### config.mk
export PLATFORM = sky130hd
export DESIGN_NAME = column_arbiter
export DESIGN_NICKNAME = d
export VERILOG_FILES = /design/src/verilog/priority_arb.sv /design/src/verilog/column_arbiter.sv
export SDC_FILE = /design/constraint.sdc
export NUM_CORES = 1
export LEC_CHECK = 0
export ABC_AREA = 1
export BUFFER_PORTS_ARGS = -buffer_cell sky130_fd_sc_hd__buf_2
export CAP_MARGIN = 25
export CELL_PAD_IN_SITES_DETAIL_PLACEMENT = 1
export CELL_PAD_IN_SITES_GLOBAL_PLACEMENT = 1
export CORE_MARGIN = 1
export CORE_UTILIZATION = 28
export CTS_BUF_LIST = sky130_fd_sc_hd__clkbuf_16
export CTS_CLUSTER_DIAMETER = 150
export CTS_CLUSTER_SIZE = 40
export DETAILED_ROUTE_END_ITERATION = 16
export GPL_ROUTABILITY_DRIVEN = 0
export GPL_TIMING_DRIVEN = 0
export HOLD_SLACK_MARGIN = 0.12
export PLACE_DENSITY_LB_ADDON = 0.15
export SLEW_MARGIN = 20
export SYNTH_ARGS = -nofsm -noshare
export SYNTH_HDL_FRONTEND = slang
export SYNTH_SLANG_ARGS = --single-unit
### constraint.sdc
create_clock -name clk_i -period 0.98 [get_ports clk_i]
set_input_delay 0.049 -clock clk_i [delete_from_list [all_inputs] [get_ports clk_i]]
set_output_delay 0.049 -clock clk_i [all_outputs]
set_load 0.005 [all_outputs]
### src/verilog/priority_arb.sv
// Fixed priority arbiter
// Passes only the lowest index request bit, purely combinational

module priority_arb
#(
    parameter int LVL_ROWS = 4                      // Width of the request vector
)
(
    input  logic [LVL_ROWS-1:0] req_i,              // Request vector
    output logic [LVL_ROWS-1:0] gnt_o               // One-hot grant, zero if no request
);

    logic found;                                    // Lower index already granted

    always_comb
    begin
        gnt_o = '0;
        found = 1'b0;
        // Scan upward, first set bit wins
        for (int i = 0; i < LVL_ROWS; i++)
        begin
            if (req_i[i] && !found)
            begin
                gnt_o[i] = 1'b1;
                found    = 1'b1;
            end
        end
    end

endmodule

### src/verilog/column_arbiter.sv
// Column arbiter
// Grants the pending columns of the locked row one per cycle in
// rising order. A mask register moves above each granted column,
// the grant is registered and encoded into a column address.
// Group release flags a cycle with no masked request left

module column_arbiter
#(
    parameter int LVL_COLS    = 4,                  // Columns per row
    parameter int LVL_COL_ADD = 2                   // Column address width
)
(
    input  logic                   clk_i,           // System clock
    input  logic                   reset_i,         // Async reset, active high
    input  logic                   enable_i,        // High while a row is locked
    input  logic [LVL_COLS-1:0]    req_i,           // Pending columns of the row
    output logic [LVL_COLS-1:0]    gnt_o,           // Registered one-hot grant
    output logic [LVL_COL_ADD-1:0] yadd_o,          // Encoded column of gnt_o
    output logic                   grp_release_o    // No masked request last cycle
);

    logic [LVL_COLS-1:0] mask_q;                    // Columns still allowed this pass
    logic [LVL_COLS-1:0] mask_d;                    // Mask after this cycle's grant
    logic [LVL_COLS-1:0] mask_req;                  // Requests that pass the mask
    logic [LVL_COLS-1:0] gnt_next;                  // Grant chosen this cycle

    assign mask_req = req_i & mask_q;

    // Lowest masked column wins
    priority_arb #(
        .LVL_ROWS (LVL_COLS)
    ) u_prio (
        .req_i (mask_req),
        .gnt_o (gnt_next)
    );

    // Move the mask just above the chosen column
    always_comb
    begin
        mask_d = mask_q;                            // Hold when nothing is chosen
        for (int i = 0; i < LVL_COLS; i++)
        begin
            if (gnt_next[i])
            begin
                mask_d = {LVL_COLS{1'b1}} << (i + 1);
            end
        end
    end

    always_ff @(posedge clk_i or posedge reset_i)
    begin
        if (reset_i)
        begin
            mask_q <= {LVL_COLS{1'b1}};
            gnt_o  <= '0;
        end
        else if (enable_i)
        begin
            mask_q <= mask_d;
            gnt_o  <= gnt_next;                     // Grant shows one cycle after choice
        end
        else
        begin
            // Idle row, open the mask for the next pass
            mask_q <= {LVL_COLS{1'b1}};
            gnt_o  <= '0;
        end
    end

    // Tracks the masked request even while disabled, so the
    // row arbiter sees a clear flag on the first locked cycle
    always_ff @(posedge clk_i or posedge reset_i)
    begin
        if (reset_i)
            grp_release_o <= 1'b0;
        else
            grp_release_o <= (gnt_next == '0);
    end

    // One-hot to binary column address
    function automatic logic [LVL_COL_ADD-1:0] encode_col(input logic [LVL_COLS-1:0] onehot);
        logic [LVL_COL_ADD-1:0] idx;
        idx = '0;
        for (int i = 0; i < LVL_COLS; i++)
        begin
            if (onehot[i])
                idx = LVL_COL_ADD'(i);
        end
        return idx;
    endfunction

    assign yadd_o = encode_col(gnt_o);              // Zero when no grant

endmodule

==> results.cfg, run 1 <==
[detailed_routing]
routed_vias_inst = 4.29
postRouteWirelength_um = 878
route.vias.total = 352
drt_first_iter_violations = 2
routed_wire_length_per_instance_um = 10.7
route.antenna.remaining_nets = 0
detail_route.drc_violations = 0
drt_pass1_iterations = 3

[floorplan]
placeableCoreArea_um2 = 1280
die_w_um = 39.2
dieArea_um2 = 1530
initial_core_util = 0.301
io_pins = 14
chipHeight_um = 39.2
row_count = 13

[setup_path]
regToRegEndpoint = mask_q[1]
worst_path_largest_cell_delay_ps = 540
path_class = flip-flop to flip-flop
crit_slowest_cell = sky130_fd_sc_hd__dfstp_2
crit_path_end_kind = flip-flop
reg2reg_setup_slack_ps = -60
cp_cell_sequence = nand2_4 > nand2_4 > nor2_4 > nor2_4 > nand2_1 > nand2_1
cp_max_fo = 5
worstPathRequired_ps = 1160
arrival_ps = 1210
timing.reg2reg.worst_path_depth = 6
worst_r2r_startpoint = mask_q[0]
worst_setup_path_start_kind = flip-flop

[timing]
hold_violations = 0
timing.clock.skew_ps = 0.325
period_needed_ps = 1040
timing.final.setup_violations = 4
timing.max_slew.rel_slack = 0.767
clock.fmax_mhz = 966
worst_hold_slack_ps = 109
final-max-slew-violation-count = 0
layout_worst_path_cycle_share = 1.06
transition_at_the_pin_with_the_smallest_max_transition_slack_ps = 349
rsz0062_at_grt = true
fin_ws_ps = -55.7

[layout]
share_of_final_layout_standard_cells_stronger_than_drive_strength_1 = 0.478
layout.cell_area.non_filler_um2 = 638
num-nets-final = 75
post-route-util = 0.497
synthToLayoutAreaGrowth_pct = 65.0
antenna_cells_inserted = 0
finish.cell_count_without_fillers = 82

[synth]
synth.top_cell.area_share = 0.324
total_number_of_yosys_warnings = 0
synth_top_cell_by_area = sky130_fd_sc_hd__dfrtp_1
syn-cell-area_um2 = 387
postSynthRegisterBits = 9
post_synth_inst_count = 45
synthesis.area_per_instance_um2 = 8.59
synth_top_cells_by_area = sky130_fd_sc_hd__dfrtp_1 32%, sky130_fd_sc_hd__dfstp_2 27%, sky130_fd_sc_hd__nand2_1 15%
postSynthNetCount = 52
synth-seq-area-share = 0.595
synth.distinct_cells = 10

[global_routing]
grt_start_max_net_pins = 10
overflow = 0
grt_pass1_vias = 296
groute.usage.overall = 0.131
initial_antenna_violation_count = 0
grt_pass1_wl_mm = 1.25

[cts]
cts.clk_slew.worst_paths_ps = 40
tritoncts.num_buffers = 3
cts_sinks = 9
clk_latency_ps = 230
htree_levels = 1
root_buffer = sky130_fd_sc_hd__clkbuf_16
cts.path.max_buffers = 2
cts_tree = yes

[placement]
pre_cts_slack_ps = -138
port_buffers = 13
post_dp_cell_area_um2 = 470
place.detailed.instances = 73
dp.final_hpwl_um = 579

[power]
vdd_ir_drop_max_v = 0.00102
power.density_cell_area_nw_per_um2 = 2010
leakage_nw = 0.367

[job]
cap_violations = 0

[min_path]
whs_endpoint = gnt_o[1]
holdCritPathClass = primary input to flip-flop
hold-path-cell-count = 3
worst_hold_path_startpoint = req_i[1]

[run_status]
outcome = finished, violations left
violations_in_the_final_reports = setup timing
-- critical path, delay by kind of cell (launching register included) --
| kind | cells | cell delay (ps) |
|---|---|---|
| flip-flops | 1 | 540 |
| AND/OR/NAND/NOR | 6 | 420 |
-- cell usage after synthesis --
master and number:
sky130_fd_sc_hd__nor3_1 2, sky130_fd_sc_hd__nand2_2 3, sky130_fd_sc_hd__nand4_1 2, sky130_fd_sc_hd__nor2_2 2, sky130_fd_sc_hd__dfstp_2 4, sky130_fd_sc_hd__nor2_1 2
sky130_fd_sc_hd__nand2_1 15, sky130_fd_sc_hd__dfrtp_1 5, sky130_fd_sc_hd__inv_1 9, sky130_fd_sc_hd__nand3_1 1
-- layout by cell type (no fill, tap or decap) --
master                          count
sky130_fd_sc_hd__dfstp_2            4
sky130_fd_sc_hd__inv_1              9
sky130_fd_sc_hd__nor2_1             2
sky130_fd_sc_hd__dfrtp_1            5
sky130_fd_sc_hd__buf_4              2
sky130_fd_sc_hd__nor3_1             2
sky130_fd_sc_hd__inv_2              1
sky130_fd_sc_hd__nand3_1            1
sky130_fd_sc_hd__nand2_1           12
sky130_fd_sc_hd__nand4_1            2
sky130_fd_sc_hd__buf_6              1
sky130_fd_sc_hd__clkbuf_16          3
sky130_fd_sc_hd__dlygate4sd3_1      2
sky130_fd_sc_hd__nand2_4            5
sky130_fd_sc_hd__nand2_2            1
sky130_fd_sc_hd__nor2_4             2
sky130_fd_sc_hd__buf_2             13
-- metal layers --
| metal | vias up | part of all wire | GRT usage |
|---|---|---|---|
| li1 | 179 | - | - |
| met5 | - | 0 | 0 |
| met3 | 2 | 0.074 | 0.0867 |
| met4 | 0 | 0.015 | 0.0517 |
| met1 | 157 | 0.36 | 0.138 |
| met2 | 14 | 0.55 | 0.204 |
-- cell type report --
class | instances | area [um2]
Fill cell | 160 | 647
Sequential cell | 9 | 230
Multi-Input combinational cell | 27 | 165
Timing Repair Buffer | 18 | 111
Clock buffer | 3 | 75.1
Inverter | 9 | 33.8
Tap cell | 15 | 18.8
Clock inverter | 1 | 3.75
-- cell families (layout without fill, tap and decap cells) --
logic type / count (synthesis) / after routing / share of synthesized area
buffers and inverters: 9 / 31 / 0.0874
flip-flops: 9 / 9 / 0.595
AND/OR/NAND/NOR: 27 / 27 / 0.317
-- report_power, final --
part | internal (mW) | total, mW | switching, mW
combinational | 0.0707 | 0.156 | 0.0858
sequential | 0.406 | 0.421 | 0.0151
clock | 0.533 | 0.706 | 0.173
-- through the flow --
stage          setup TNS [ps]  power [mW]
6_report                 -213        1.28
5_1_grt                  -392        1.35
4_1_cts                  -293        1.29
3_5_place_dp             -545       0.531
3_3_place_gp             -546       0.529
2_1_floorplan           -70.7       0.485
-- worst max-delay path by stage --
stage	depth (start not counted)	end	start	slack (ps)
after global placement	6	mask_q[2]	mask_q[2]	-140
final	6	mask_q[1]	mask_q[0]	-60
after floorplan	6	mask_q[3]	mask_q[1]	-20
after CTS	7	mask_q[1]	mask_q[3]	-70
after global routing	5	mask_q[2]	mask_q[2]	-100
after detailed placement	6	mask_q[1]	mask_q[2]	-140
-- registers in the layout (all words and copies together), names as in the netlist --
register	flops
mask_q	4
gnt_o	4
grp_release_o	1
-- repair_timing --
item | in CTS | in global routing
cloned | 0 | 0
setup buffers | 2 | 1
setup endpoints to repair | 5 | 7
gates resized for setup | 9 | 3
hold buffers | 1 | 1
pin swaps | 4 | 1
endpoints found under the hold margin | 14 | 1
(Power assumes the default switching activity.)
==> run 2, diff against run 1 <==
--- a/config.mk
+++ b/config.mk
@@ -5,17 +5,16 @@
 export SDC_FILE = /design/constraint.sdc
 export NUM_CORES = 1
 export LEC_CHECK = 0
-export ABC_AREA = 1
 export BUFFER_PORTS_ARGS = -buffer_cell sky130_fd_sc_hd__buf_2
 export CAP_MARGIN = 25
 export CELL_PAD_IN_SITES_DETAIL_PLACEMENT = 1
 export CELL_PAD_IN_SITES_GLOBAL_PLACEMENT = 1
-export CORE_MARGIN = 1
-export CORE_UTILIZATION = 28
+export CORE_AREA = 2 2 39 41
 export CTS_BUF_LIST = sky130_fd_sc_hd__clkbuf_16
 export CTS_CLUSTER_DIAMETER = 150
 export CTS_CLUSTER_SIZE = 40
 export DETAILED_ROUTE_END_ITERATION = 16
+export DIE_AREA = 0 0 41 43
 export GPL_ROUTABILITY_DRIVEN = 0
 export GPL_TIMING_DRIVEN = 0
 export HOLD_SLACK_MARGIN = 0.12
==> run 2 against run 1 <==
  * The flow still finishes with violations (setup timing)
  * Clock power down 2%
  * Area after synthesis down 1.9%
  * Routed wire length up 0.46%
  * Sequential power is essentially flat
  * Clock skew hardly changed
  * Synthesized cell count down 29%
  * Sequential share of layout area fell by 0.21 points
  * Fmax up 1.4%
  * Hold slack better by 1.9 ps
  * Critical path depth is 4 lower
  * Power shrank 2.5%
  * Die area up 15%
  * Critical endpoint is now yadd_o[1]
==> results.cfg, run 2 <==
[run_status]
outcome = finished, violations left
violations_in_the_final_reports = setup timing

[synth]
synthesis.area_per_instance_um2 = 11.8
count_of_flip_flops_with_a_built_in_enable_after_synthesis = 0
async_flop_share = 1.00
synth_mux_area_frac = 0
synthXorXnorAreaFrac = 0
syn-cell-area_um2 = 379
yosys-top-cells-count = 5 x sky130_fd_sc_hd__dfrtp_1, 4 x sky130_fd_sc_hd__dfstp_2, 4 x sky130_fd_sc_hd__inv_1
postSynthNetCount = 39
total_number_of_yosys_warnings = 0
postSynthRegisterBits = 9
synth_top_family_by_area = compound AO/OA/AOI/OAI gates
synth.distinct_cells = 20
synth_most_common_cell = sky130_fd_sc_hd__dfrtp_1
synth.top_cell.area_share = 0.330
post_synth_inst_count = 32
synth_top_cell_by_area = sky130_fd_sc_hd__dfrtp_1
synth-adder-area-share = 0
post_synthesis_compound_gate_area_fraction = 0.195
synth_top_flop_cell = sky130_fd_sc_hd__dfrtp_1
synth-seq-area-share = 0.607
synth_top_cells_by_area = sky130_fd_sc_hd__dfrtp_1 33%, sky130_fd_sc_hd__dfstp_2 28%, sky130_fd_sc_hd__inv_1 4.0%
synth_simple_gate_area_share = 0.158

[cts]
cts.clk_slew.worst_paths_ps = 40
clk_latency_ps = 230
htree_levels = 1
tritoncts.num_buffers = 3
holdBufCountCts = 6
root_buffer = sky130_fd_sc_hd__clkbuf_16
cts_sinks = 9
cts_tree = yes
cts.path.max_buffers = 2

[layout]
mostFrequentLayoutCells = 12 x sky130_fd_sc_hd__buf_2, 6 x sky130_fd_sc_hd__dlygate4sd3_1, 5 x sky130_fd_sc_hd__dfrtp_1
share_of_final_layout_standard_cells_stronger_than_drive_strength_1 = 0.536
top_regs = gnt_o (4), mask_q (4), grp_release_o (1)
synthToLayoutAreaGrowth_pct = 69.3
finish.cell_count_without_fillers = 72
layout.cell_area.non_filler_um2 = 642
multi_input_comb_area_um2 = 159
layout.filler_cells = 159
num-nets-final = 64
antenna_cells_inserted = 0
layout.area.seq_um2 = 230
mostFrequentLayoutCell = sky130_fd_sc_hd__buf_2

[global_routing]
grt_pass1_vias = 357
grt_pass1_wl_mm = 1.40
groute.usage.overall = 0.124
overflow = 0
grt_start_max_net_pins = 10
initial_antenna_violation_count = 0

[power]
vdd_ir_drop_max_v = 0.000886
power.density_cell_area_nw_per_um2 = 1950
leakage_nw = 0.327

[timing]
timing.clock.skew_ps = 0.700
fin_ws_ps = -40.9
rsz0062_at_grt = true
clock.fmax_mhz = 979
timing.final.setup_violations = 3
period_needed_ps = 1020
final-max-slew-violation-count = 0
timing.max_slew.rel_slack = 0.780
layout_worst_path_cycle_share = 1.04
transition_at_the_pin_with_the_smallest_max_transition_slack_ps = 330
hold_violations = 0

[min_path]
worst_hold_path_startpoint = req_i[3]
whs_endpoint = mask_q[0]
hold-path-cell-count = 3
holdCritPathClass = primary input to flip-flop

[floorplan]
initial_core_util = 0.274
chipHeight_um = 43
io_pins = 14
row_count = 14
placeableCoreArea_um2 = 1380
die_w_um = 41
dieArea_um2 = 1760

[detailed_routing]
drt_pass1_iterations = 3
routed_wire_length_per_instance_um = 12.3
route.vias.total = 338
routed_vias_inst = 4.69
postRouteWirelength_um = 882
drt_first_iter_violations = 3
route.antenna.remaining_nets = 0
detail_route.drc_violations = 0

[setup_path]
path_class = flip-flop to output pin
worst_setup_path_start_kind = flip-flop
crit_path_end_kind = output pin
reg2reg_setup_slack_ps = -30
regToRegEndpoint = mask_q[2]
timing.reg2reg.worst_path_depth = 2
worstPathRequired_ps = 930
arrival_ps = 970
cp_max_fo = 3
worst_r2r_startpoint = mask_q[2]

[placement]
post_dp_cell_area_um2 = 474
place.detailed.instances = 61
pre_cts_slack_ps = -29.8
port_buffers = 13
dp.final_hpwl_um = 687

[job]
cap_violations = 0
## run 2: worst max path at each step
stage,start,to
6_report,gnt_o[3],yadd_o[1]
5_1_grt,gnt_o[3],yadd_o[1]
4_1_cts,gnt_o[3],yadd_o[1]
3_5_place_dp,mask_q[0],mask_q[0]
3_3_place_gp,mask_q[3],mask_q[2]
2_1_floorplan,mask_q[0],mask_q[0]
## run 2: repair_timing
| action | 4_1_cts | 5_1_grt |
|---|---|---|
| cloned | 0 | 0 |
| buffers inserted | 0 | 1 |
| hold endpoints to repair | 16 | 1 |
| pin swaps | 2 | 2 |
| setup endpoints to repair | 6 | 6 |
| gates resized for setup | 5 | 1 |
## run 2: stage by stage
stage | hold WS (ps) | util | setup TNS [ps] | total power [mW]
2_1_floorplan | -126 | - | 0 | 0.479
3_3_place_gp | 15.5 | 0.343 | -4.51 | 0.521
3_5_place_dp | 31.7 | 0.343 | -89.9 | 0.529
4_1_cts | 127 | 0.452 | -90.4 | 1.25
5_1_grt | 116 | 0.464 | -196 | 1.30
6_report | 111 | 0.464 | -100 | 1.25
## run 2: power by group
group          internal, mW  switching (mW)  total, mW  leakage [nW]
sequential            0.404          0.0162      0.420         0.110
combinational        0.0791          0.0622      0.141         0.175
clock                 0.531           0.159      0.690        0.0423
## run 2: kinds of logic (layout without fill, tap and decap cells)
family	after synthesis	after routing
flops	9	9
compound gates	9	9
simple gates	10	10
buf+inv	4	28
## run 2: worst max-delay path: stages (launching register included)
cell and delay, ps:
sky130_fd_sc_hd__dfrtp_1 380, sky130_fd_sc_hd__or2_4 250, sky130_fd_sc_hd__buf_6 110
## run 2: final cells by class
class / count / area share
Sequential cell: 9 / 0.359
Clock inverter: 1 / 0.00585
Clock buffer: 3 / 0.117
Timing Repair Buffer: 20 / 0.216
Inverter: 4 / 0.0234
Tap cell: 16 / 0.0312
Multi-Input combinational cell: 19 / 0.248
## run 2: metal layers
layer	GRT usage	vias to the layer above	wire (um)
li1	-	162	-
met1	0.126	160	337
met2	0.206	14	474
met3	0.0471	2	60
met4	0.0600	0	9
met5	0	-	0
