### config.mk
export PLATFORM = sky130hd
export DESIGN_NAME = request_latch
export DESIGN_NICKNAME = d
export VERILOG_FILES = /design/src/verilog/lib_arbiter_pkg.sv /design/src/verilog/request_latch.sv
export SDC_FILE = /design/constraint.sdc
export NUM_CORES = 1
export LEC_CHECK = 0
export ABC_AREA = 1
export BUFFER_PORTS_ARGS = -buffer_cell sky130_fd_sc_hd__buf_2
export CAP_MARGIN = 40
export CORE_MARGIN = 2
export CORE_UTILIZATION = 46
export DETAILED_ROUTE_END_ITERATION = 10
export PLACE_DENSITY = 0.87
export SETUP_SLACK_MARGIN = 0.2
export SLEW_MARGIN = 25
export SYNTH_ARGS = -nofsm -noshare
export SYNTH_HDL_FRONTEND = slang
export SYNTH_SLANG_ARGS = --single-unit
### constraint.sdc
create_clock -name clk_i -period 1.5 [get_ports clk_i]
set_input_delay 0.3 -clock clk_i [delete_from_list [all_inputs] [get_ports clk_i]]
set_output_delay 0.3 -clock clk_i [all_outputs]
set_load 0.005 [all_outputs]
### src/verilog/lib_arbiter_pkg.sv
// Grid arbiter shared definitions
// Default grid sizes, the grant struct sent to the requesters
// and the state encoding of the row arbiter

package lib_arbiter_pkg;

    // Default grid size, four rows by four columns
    parameter int LVL_ROWS    = 4;             // Number of requester rows
    parameter int LVL_COLS    = 4;             // Number of requester columns
    parameter int LVL_ROW_ADD = 2;             // Row address width
    parameter int LVL_COL_ADD = 2;             // Column address width

    // One grant notice, valid for a single cycle
    typedef struct packed
    {
        logic                   valid;         // Grant present this cycle
        logic [LVL_ROW_ADD-1:0] row;           // Granted row
        logic [LVL_COL_ADD-1:0] col;           // Granted column
    } grant_t;

    // Row arbiter states
    typedef enum logic [1:0]
    {
        ROW_IDLE    = 2'b00,                   // Choosing a row
        ROW_LOCK    = 2'b01,                   // Row locked, columns being granted
        ROW_RELEASE = 2'b10                    // Gap for mask reset and pointer step
    } row_state_e;

endpackage

### src/verilog/request_latch.sv
// Request latch
// Holds one pending bit per requester of the grid. A request pulse
// sets the bit, a valid grant naming the requester clears it.
// A set and a clear on the same bit in one cycle leave it set

module request_latch
    import lib_arbiter_pkg::*;
#(
    parameter int LVL_ROWS = lib_arbiter_pkg::LVL_ROWS,   // Grid rows
    parameter int LVL_COLS = lib_arbiter_pkg::LVL_COLS    // Grid columns
)
(
    input  logic                         clk_i,           // System clock
    input  logic                         reset_i,         // Async reset, active high
    input  logic [LVL_ROWS*LVL_COLS-1:0] req_i,           // Request pulses, row major
    input  grant_t                       grant_i,         // Grant fed back as clear
    output logic [LVL_ROWS*LVL_COLS-1:0] pending_o        // Pending matrix
);

    logic [LVL_ROWS*LVL_COLS-1:0] pending_q;              // Pending bits
    logic [LVL_ROWS*LVL_COLS-1:0] clr_vec;                // One-hot clear from grant

    // Decode the granted requester into its bit position
    always_comb
    begin
        clr_vec = '0;
        if (grant_i.valid)
        begin
            // Bit index is row times column count plus column
            clr_vec[grant_i.row * LVL_COLS + grant_i.col] = 1'b1;
        end
    end

    always_ff @(posedge clk_i or posedge reset_i)
    begin
        if (reset_i)
        begin
            pending_q <= '0;                              // Nothing pending after reset
        end
        else
        begin
            // Clear first, then OR in new pulses so the set wins
            pending_q <= (pending_q & ~clr_vec) | req_i;
        end
    end

    assign pending_o = pending_q;

endmodule

==> impl_metrics.yaml, run 1 <==
die:
  rows: 14
  design.die.area_sq_mm: 0.001941
  design.portCount: 39
  die_h_um: 44.06
  die_x_um: 44.06
  fp.coreArea_sq_mm: 0.001506
  initial_core_util_pct: 49.00
cells_and_area:
  syn_to_final_growth_pct: 30.51
  fillCellCount: 139
  fin_area_sq_um: 963.4
  antenna_cells: 0
  drive_gt1_share_pct: 30.43
  layout_commonest_cell: "buf_2"
  final_cell_mix: "buf_2 (38), nand2_1 (36), inv_1 (24), dfrtp_1 (16), nand3_1 (9)"
  largest_reg_flops: 16
  finalNetCount: 163
timing:
  slew_violations: 0
  clock_skew_ns: 0
  period_share_pct: 74.80
  max_freq_mhz: 891.3
  setup_viol: 0
  hold_viol: 0
  whs_ns: 0.06513
  worst_slew_pin_slew_ns: 0.5797
  slew_headroom_pct: 61.31
  fin_setup_tns_ns: 0
  rsz0062_at_grt: "false"
  min_period_ns: 1.122
synthesis:
  ys_ff_latch: 16
  ys_types: 9
  syn_inst: 98
  synth-seq-area-share_pct: 54.24
  postSynthAreaPerCell_sq_um: 7.533
  syn_area_sq_um: 738.2
  synth.yosys.warnings: 0
  syn-num-nets: 121
critical_path:
  path_buf_inv: 1
  endpoint_kind: "output pin"
  critPathMaxFanout: 2
  critPathKind: "flop to output pin"
  crit_family: "flip-flops"
  cp_cell_sequence: "buf_2"
  worstPathArrival_ns: 0.82
  crit_slowest_cell: "dfrtp_1"
  cpPeakStageDelay_ns: 0.40
  critPathRequiredTime_ns: 1.20
  startpoint_type: "flop"
hold_path:
  min_path_type: "primary input to async pin"
placed_design:
  dp_hpwl_um: 1217
  dpl_cell_area_sq_um: 940.9
  port_buffers: 38
  place_congestion: 0.8415
clocking:
  post_cts_buffers: 0
  cts_sinks: 16
  clock_latency_ns: 0.28
  tritoncts: "done"
  clock_path_buffers: 2
  cts_made_buffers: 3
  cts_root_buf: "clkbuf_4"
  cts_hold_buf: 0
  ctsResizeCount: 0
  h-tree-depth: 1
  clk_pin_slew_ns: 0.08
job:
  max_cap_viol_count: 0
pwr:
  p_int_uw: 574.4
  swShare_pct: 24.01
  worst_ir_drop_vdd_mv: 0.5230
  power.density_mw_per_mm2: 784.6
  leakagePower_uw: 0.0005449
  power_frac_clock_pct: 28.3
  switchingPower_uw: 181.5
  p_comb_share_pct: 12.9
  power_frac_seq_pct: 58.8
grt:
  grt_overflow: 0
  grt_usage_pct: 17.74
  first_global_vias: 631
  antenna_found_initial: 0
  grt_pass1_wl_um: 2497
  grt_max_degree: 17
routing:
  drtAntennaViolNets: 0
  via_per_inst: 4.610
  postRouteWirelength_um: 1552
  drc_errors: 0
  dr_total_vias: 710
  firstDrtPassIters: 4
  wl_per_cell_um: 10.08
  first_iter_violations: 3
run_status:
  status: "finished, final reports clean"
==> power by group through the flow <==
stage | clock, uW | sequential, uW | combinational, uW
after global placement | 0 | 453 | 94.9
after floorplan | 0 | 454 | 47.1
after global routing | 237 | 445 | 115
final | 214 | 444 | 97.4
after detailed placement | 0 | 453 | 97.5
after CTS | 223 | 445 | 98.6
==> cell usage after synthesis <==
cell,number,area (sq um)
o21bai_1,2,15.01
nand3_1,9,45.04
dfrtp_1,16,400.4
o21ai_0,4,20.02
buf_4,1,7.510
nor2_1,5,18.77
nand2_1,36,135.1
nor2_2,1,6.260
inv_1,24,90.09
==> layer usage <==
layer	global-route usage, %	up-vias	wire length [um]
met5	0	-	0
li1	-	368	-
met2	31.18	28	766
met1	21.81	309	645
met3	2.449	5	107
met4	7.273	0	33
==> layout make-up <==
class	instances	area, sq um	share of cell area [%]
Sequential cell	16	400.4	41.56
Multi-Input combinational cell	57	240.2	24.94
Timing Repair Buffer	38	190.2	19.74
Inverter	24	90.09	9.351
Clock buffer	3	22.52	2.338
Tap cell	16	20.02	2.078
==> through the flow <==
stage	worst slack [ns]	instances	total power [uW]	utilization, %
global route	0.3645	154	796.4	63.95
floorplan	0.6314	98	501.0	-
global placement	0.5066	151	547.5	62.46
finish	0.3780	154	755.9	63.95
detailed placement	0.4842	151	550.5	62.46
CTS	0.3791	154	766.4	63.95
==> cells by family (layout without fill, tap and decap cells) <==
kind of cell | after synthesis | in the layout | synth area share, %
AO/OA/AOI/OAI | 6 | 6 | 4.745
flip-flops | 16 | 16 | 54.24
buffers and inverters | 25 | 65 | 13.22
AND/OR/NAND/NOR | 51 | 51 | 27.80
==> path summary, 6_finish.rpt <==
check | from | to | slack (ns) | cells past startpoint
setup / recovery | pending_o[11]$_DFF_PP0_ | pending_o[11] | 0.38 | 1
hold / removal | reset_i | pending_o[12]$_DFF_PP0_ | 0.07 | 2
setup reg to reg | pending_o[6]$_DFF_PP0_ | pending_o[6]$_DFF_PP0_ | 0.80 | 3
hold reg to reg | pending_o[3]$_DFF_PP0_ | pending_o[3]$_DFF_PP0_ | 0.47 | 2
max in group asynchronous | reset_i | pending_o[7]$_DFF_PP0_ | 1.06 | 2
min in group clk_i | req_i[3] | pending_o[3]$_DFF_PP0_ | 0.19 | 3
(Power assumes the default switching activity.)
==> run 2: changes to the inputs <==
--- a/config.mk
+++ b/config.mk
@@ -9,9 +9,9 @@
 export BUFFER_PORTS_ARGS = -buffer_cell sky130_fd_sc_hd__buf_2
 export CAP_MARGIN = 40
 export CORE_MARGIN = 2
-export CORE_UTILIZATION = 46
+export CORE_UTILIZATION = 43
 export DETAILED_ROUTE_END_ITERATION = 10
-export PLACE_DENSITY = 0.87
+export PLACE_DENSITY = 0.82
 export SETUP_SLACK_MARGIN = 0.2
 export SLEW_MARGIN = 25
 export SYNTH_ARGS = -nofsm -noshare
==> constraint.sdc (replaced) <==
create_clock -name clk_i -period 1.1 [get_ports clk_i]
set_input_delay 0.22 -clock clk_i [delete_from_list [all_inputs] [get_ports clk_i]]
set_output_delay 0.22 -clock clk_i [all_outputs]
set_load 0.005 [all_outputs]
==> run 2 against run 1 <==
  * Global-route usage is 0.54 points higher
  * Die area up 6.3%
  * Non-clock buffer count rose by 7
  * Combinational power is 48% higher
  * Wire length is 5.2% higher
  * Utilization rose by 2.3 points
  * Clock-buffer cell count up 1
  * Setup slack got worse by 0.31 ns
  * Cell count is 5.2% higher
  * Clock power rose by 81%
  * Sequential share of layout area fell by 2.8 points
  * Critical path depth is the same
==> impl_metrics.yaml, run 2 (synthesized netlist as in run 1, its figures left out) <==
clocking:
  cts_root_buf: "clkbuf_4"
  clk_pin_slew_ns: 0.09
  tritoncts: "done"
  cts_sinks: 16
  ctsResizeCount: 0
  clock_latency_ns: 0.29
  cts_made_buffers: 3
  clock_path_buffers: 2
  h-tree-depth: 1
cells_and_area:
  final_cells: 162
  final_cell_mix: "buf_2 (38), nand2_1 (36), inv_1 (24), dfrtp_1 (16), nand3_1 (9)"
  antenna_cells: 0
  multi_input_area_sq_um: 240.2
  regArea_sq_um: 400.4
  fillCellCount: 144
  layout_commonest_cell: "buf_2"
  largest_reg_flops: 16
  drive_gt1_share_pct: 33.56
  finalNetCount: 170
  syn_to_final_growth_pct: 39.83
critical_path:
  endpoint_kind: "output pin"
  cpPeakStageDelay_ns: 0.39
  critPathKind: "flop to output pin"
  critPathRequiredTime_ns: 0.88
  crit_family: "flip-flops"
  cp_cell_sequence: "buf_2"
  startpoint_type: "flop"
  path_buf_inv: 1
  worstPathArrival_ns: 0.81
  critPathMaxFanout: 2
  crit_slowest_cell: "dfrtp_1"
pwr:
  swShare_pct: 23.76
  power.density_mw_per_mm2: 1102
  leakagePower_uw: 0.0005820
  power_frac_seq_pct: 53.3
  p_int_uw: 867.2
  switchingPower_uw: 270.2
  p_comb_share_pct: 12.6
  worst_ir_drop_vdd_mv: 0.9871
  power_frac_clock_pct: 34.1
routing:
  via_per_inst: 4.580
  dr_total_vias: 742
  drc_errors: 0
  met3_length_um: 139
  dr.max_layer_used: "met4"
  route.met2.wl_um: 756
  wl_met1_um: 709
  drtAntennaViolNets: 0
  first_iter_violations: 18
  postRouteWirelength_um: 1632
  wl_per_cell_um: 10.07
  firstDrtPassIters: 4
grt:
  grt_usage_pct: 18.29
  grt_pass1_wl_um: 2697
  grt_overflow: 0
  first_global_vias: 692
  antenna_found_initial: 0
  grt_max_degree: 17
placed_design:
  place_inst: 152
  port_buffers: 38
  pre_cts_ws_ns: 0.1643
  dp_hpwl_um: 1291
  place_congestion: 0.7960
die:
  rows: 14
  design.portCount: 39
  initial_core_util_pct: 47.35
  fp.coreArea_sq_mm: 0.001559
  die_h_um: 45.44
  die_x_um: 45.44
  design.die.area_sq_mm: 0.002064
timing:
  max_freq_mhz: 969.1
  min_period_ns: 1.032
  setup_viol: 0
  rsz0062_at_grt: "true"
  fin_setup_tns_ns: 0
  worst_slew_pin_slew_ns: 0.2419
  slew_headroom_pct: 83.82
  slew_violations: 0
  hold_viol: 0
  period_share_pct: 93.81
  clock_skew_ns: 0
  setup_ws_ns: 0.06811
run_status:
  status: "finished, final reports clean"
job:
  max_cap_viol_count: 0
hold_path:
  min_path_type: "primary input to flop"
## run 2: timing repair
item	4_1_cts	5_1_grt
setup buffers	2	3
hold buffers	1	0
hold endpoints to repair	16	0
endpoints found under the setup margin	16	16
## run 2: area by class of cell
type / count / area share [%]
Multi-Input combinational cell: 57 / 23.27
Sequential cell: 16 / 38.79
Timing Repair Buffer: 45 / 23.76
Tap cell: 16 / 1.939
Clock buffer: 4 / 3.515
Inverter: 24 / 8.727
## run 2: worst paths after layout
| check | from | end | slack, ns | cells after the start |
|---|---|---|---|---|
| worst max-delay path | pending_o[0]$_DFF_PP0_ | pending_o[0] | 0.07 | 1 |
| worst min-delay path | req_i[3] | pending_o[3]$_DFF_PP0_ | 0.11 | 3 |
| worst max register to register | pending_o[10]$_DFF_PP0_ | pending_o[10]$_DFF_PP0_ | 0.24 | 4 |
| worst min register to register | pending_o[3]$_DFF_PP0_ | pending_o[3]$_DFF_PP0_ | 0.48 | 2 |
| max in group asynchronous | reset_i | pending_o[15]$_DFF_PP0_ | 0.46 | 4 |
| min in group asynchronous | reset_i | pending_o[4]$_DFF_PP0_ | 0.46 | 4 |
## run 2: metal layers
layer	vias to the layer above	GRT usage, %
met5	-	0
met4	0	8.824
met3	3	2.778
met2	35	31.27
met1	322	22.25
li1	382	-
## run 2: power groups by stage
| stage | Clock, uW | Sequential, uW | Combinational [uW] |
|---|---|---|---|
| floorplan | 0 | 619 | 64.2 |
| global placement | 0 | 617 | 132 |
| detailed placement | 0 | 618 | 137 |
| CTS | 403 | 606 | 142 |
| global route | 424 | 608 | 166 |
| finish | 388 | 606 | 144 |
## run 2: metrics by stage
stage	utilization [%]	total power (uW)	hold slack [ns]	instance area, sq um
after CTS	64.77	1152	0.09998	1010
after global routing	66.21	1199	0.1072	1032
final	66.21	1137	0.1058	1032
after floorplan	-	683.2	0.1337	738.2
after detailed placement	60.83	754.6	0.2335	948.4
after global placement	60.83	749.8	0.2293	948.4
## run 2: worst register-to-register path: cells and delay by family, from the launching register on
kind | cells | cell delay, ns
buffers and inverters | 2 | 0.25
DFF | 1 | 0.39
and+or+nand+nor | 2 | 0.11
==> run 3: changes to the inputs <==
--- a/config.mk
+++ b/config.mk
@@ -11,6 +11,7 @@
 export CORE_MARGIN = 2
 export CORE_UTILIZATION = 43
 export DETAILED_ROUTE_END_ITERATION = 10
+export GPL_TIMING_DRIVEN = 0
 export PLACE_DENSITY = 0.82
 export SETUP_SLACK_MARGIN = 0.2
 export SLEW_MARGIN = 25
==> run 3 against run 2 <==
  * The flow now finishes with violations (negative hold slack)
  * Setup slack worse by 0.0076 ns
  * Cell area down 2.1%
  * Combinational power down 3%
  * Largest cell class unchanged
  * Largest power group unchanged
==> impl_metrics.yaml, run 3 (synthesized netlist as in run 1, its figures left out) <==
run_status:
  status: "finished, violations left"
  failed_checks: "negative hold slack"
timing:
  hold_viol: 16
  clock_skew_ns: 0
  min_period_ns: 1.039
  worst_slew_pin_slew_ns: 0.5836
  slew_headroom_pct: 61.05
  setup_viol: 0
  rsz0062_at_grt: "true"
  whs_ns: -0.01370
  slew_violations: 0
  max_freq_mhz: 962.0
  fin_setup_tns_ns: 0
  period_share_pct: 94.50
placed_design:
  place_congestion: 0.7573
  port_buffers: 37
  place_inst: 151
  dp_hpwl_um: 1253
grt:
  grt_use_met1_pct: 19.39
  grt_usage_pct: 16.45
  grt_overflow: 0
  grt_max_degree: 17
  first_global_vias: 623
  met2_usage_pct: 27.32
  grt_use_met3_pct: 3.571
  busiest_layer: "met2"
  grt_pass1_wl_um: 2408
  antenna_found_initial: 0
critical_path:
  path_buf_inv: 1
  endpoint_kind: "output pin"
  startpoint_type: "flop"
  worstPathArrival_ns: 0.82
  critPathRequiredTime_ns: 0.88
  crit_slowest_cell: "dfrtp_1"
  crit_family: "flip-flops"
  critPathMaxFanout: 2
  cp_cell_sequence: "buf_2"
  critPathKind: "flop to output pin"
  cpPeakStageDelay_ns: 0.41
die:
  design.portCount: 39
  fp.coreArea_sq_mm: 0.001559
  rows: 14
  design.die.area_sq_mm: 0.002064
  die_x_um: 45.44
  initial_core_util_pct: 47.35
  die_h_um: 45.44
clocking:
  cts_hold_buf: 0
  h-tree-depth: 1
  cts_root_buf: "clkbuf_4"
  cts_made_buffers: 3
  clk_pin_slew_ns: 0.08
  cts_sinks: 16
  tritoncts: "done"
  clock_latency_ns: 0.28
  clock_path_buffers: 2
routing:
  drtAntennaViolNets: 0
  postRouteWirelength_um: 1578
  wl_per_cell_um: 9.863
  first_iter_violations: 9
  via_per_inst: 4.569
  firstDrtPassIters: 4
  dr_total_vias: 731
  drc_errors: 0
pwr:
  leakagePower_uw: 0.0005709
  power.density_mw_per_mm2: 1027
  worst_ir_drop_vdd_mv: 0.6927
cells_and_area:
  final_cell_mix: "buf_2 (37), nand2_1 (36), inv_1 (24), dfrtp_1 (16), nand3_1 (9)"
  fin_util_pct: 64.85
  finalNetCount: 169
  layout_commonest_cell: "buf_2"
  syn_to_final_growth_pct: 36.95
  antenna_cells: 0
  drive_gt1_share_pct: 33.33
  largest_reg_flops: 16
  final_cells: 160
job:
  max_cap_viol_count: 0
hold_path:
  min_path_type: "primary input to async pin"
[run 3: layer usage]
layer	wire, um	share of wire, %
met1	683	43
met2	724	46
met3	139	8.8
met4	30	1.9
met5	0	0
[run 3: layout make-up]
class                      instances  area [sq um]
sequential                        16         400.4
fill                             142         548.0
clock buffer                       3         22.52
multi-input combinational         57         240.2
buffer                             1         7.507
tap                               16         20.02
inverter                          24         90.09
timing repair buffer              43         230.2
[run 3: path summary, 6_finish.rpt]
check | startpoint | end | slack [ns] | cells after the start
worst max register to register | pending_o[5]$_DFF_PP0_ | pending_o[5]$_DFF_PP0_ | 0.18 | 5
max in group asynchronous | reset_i | pending_o[12]$_DFF_PP0_ | 0.74 | 2
min in group clk_i | req_i[11] | pending_o[11]$_DFF_PP0_ | 0.12 | 3
worst max-delay path | pending_o[8]$_DFF_PP0_ | pending_o[8] | 0.06 | 1
worst min register to register | pending_o[11]$_DFF_PP0_ | pending_o[11]$_DFF_PP0_ | 0.47 | 2
worst min-delay path | reset_i | pending_o[3]$_DFF_PP0_ | -0.01 | 2
[run 3: metrics by stage]
step           cell area, sq um  setup slack, ns  power (uW)
2_1_floorplan             738.2           0.3114       683.2
3_3_place_gp              943.4           0.1898       747.7
3_5_place_dp              943.4           0.1731       752.0
4_1_cts                   988.4          0.06819        1040
5_1_grt                    1011          0.03924        1090
6_report                   1011          0.06052        1039
[run 3: power breakdown]
| part | switching (uW) | internal (uW) | total [uW] |
|---|---|---|---|
| registers | 6.31 | 600 | 606 |
| logic | 76.7 | 62.6 | 139 |
| clock network | 166 | 127 | 293 |
[run 3: timing repair]
action,in CTS,in global routing
pin swaps,0,0
endpoints found under the setup margin,16,16
resized for setup,0,0
buffers inserted,3,3
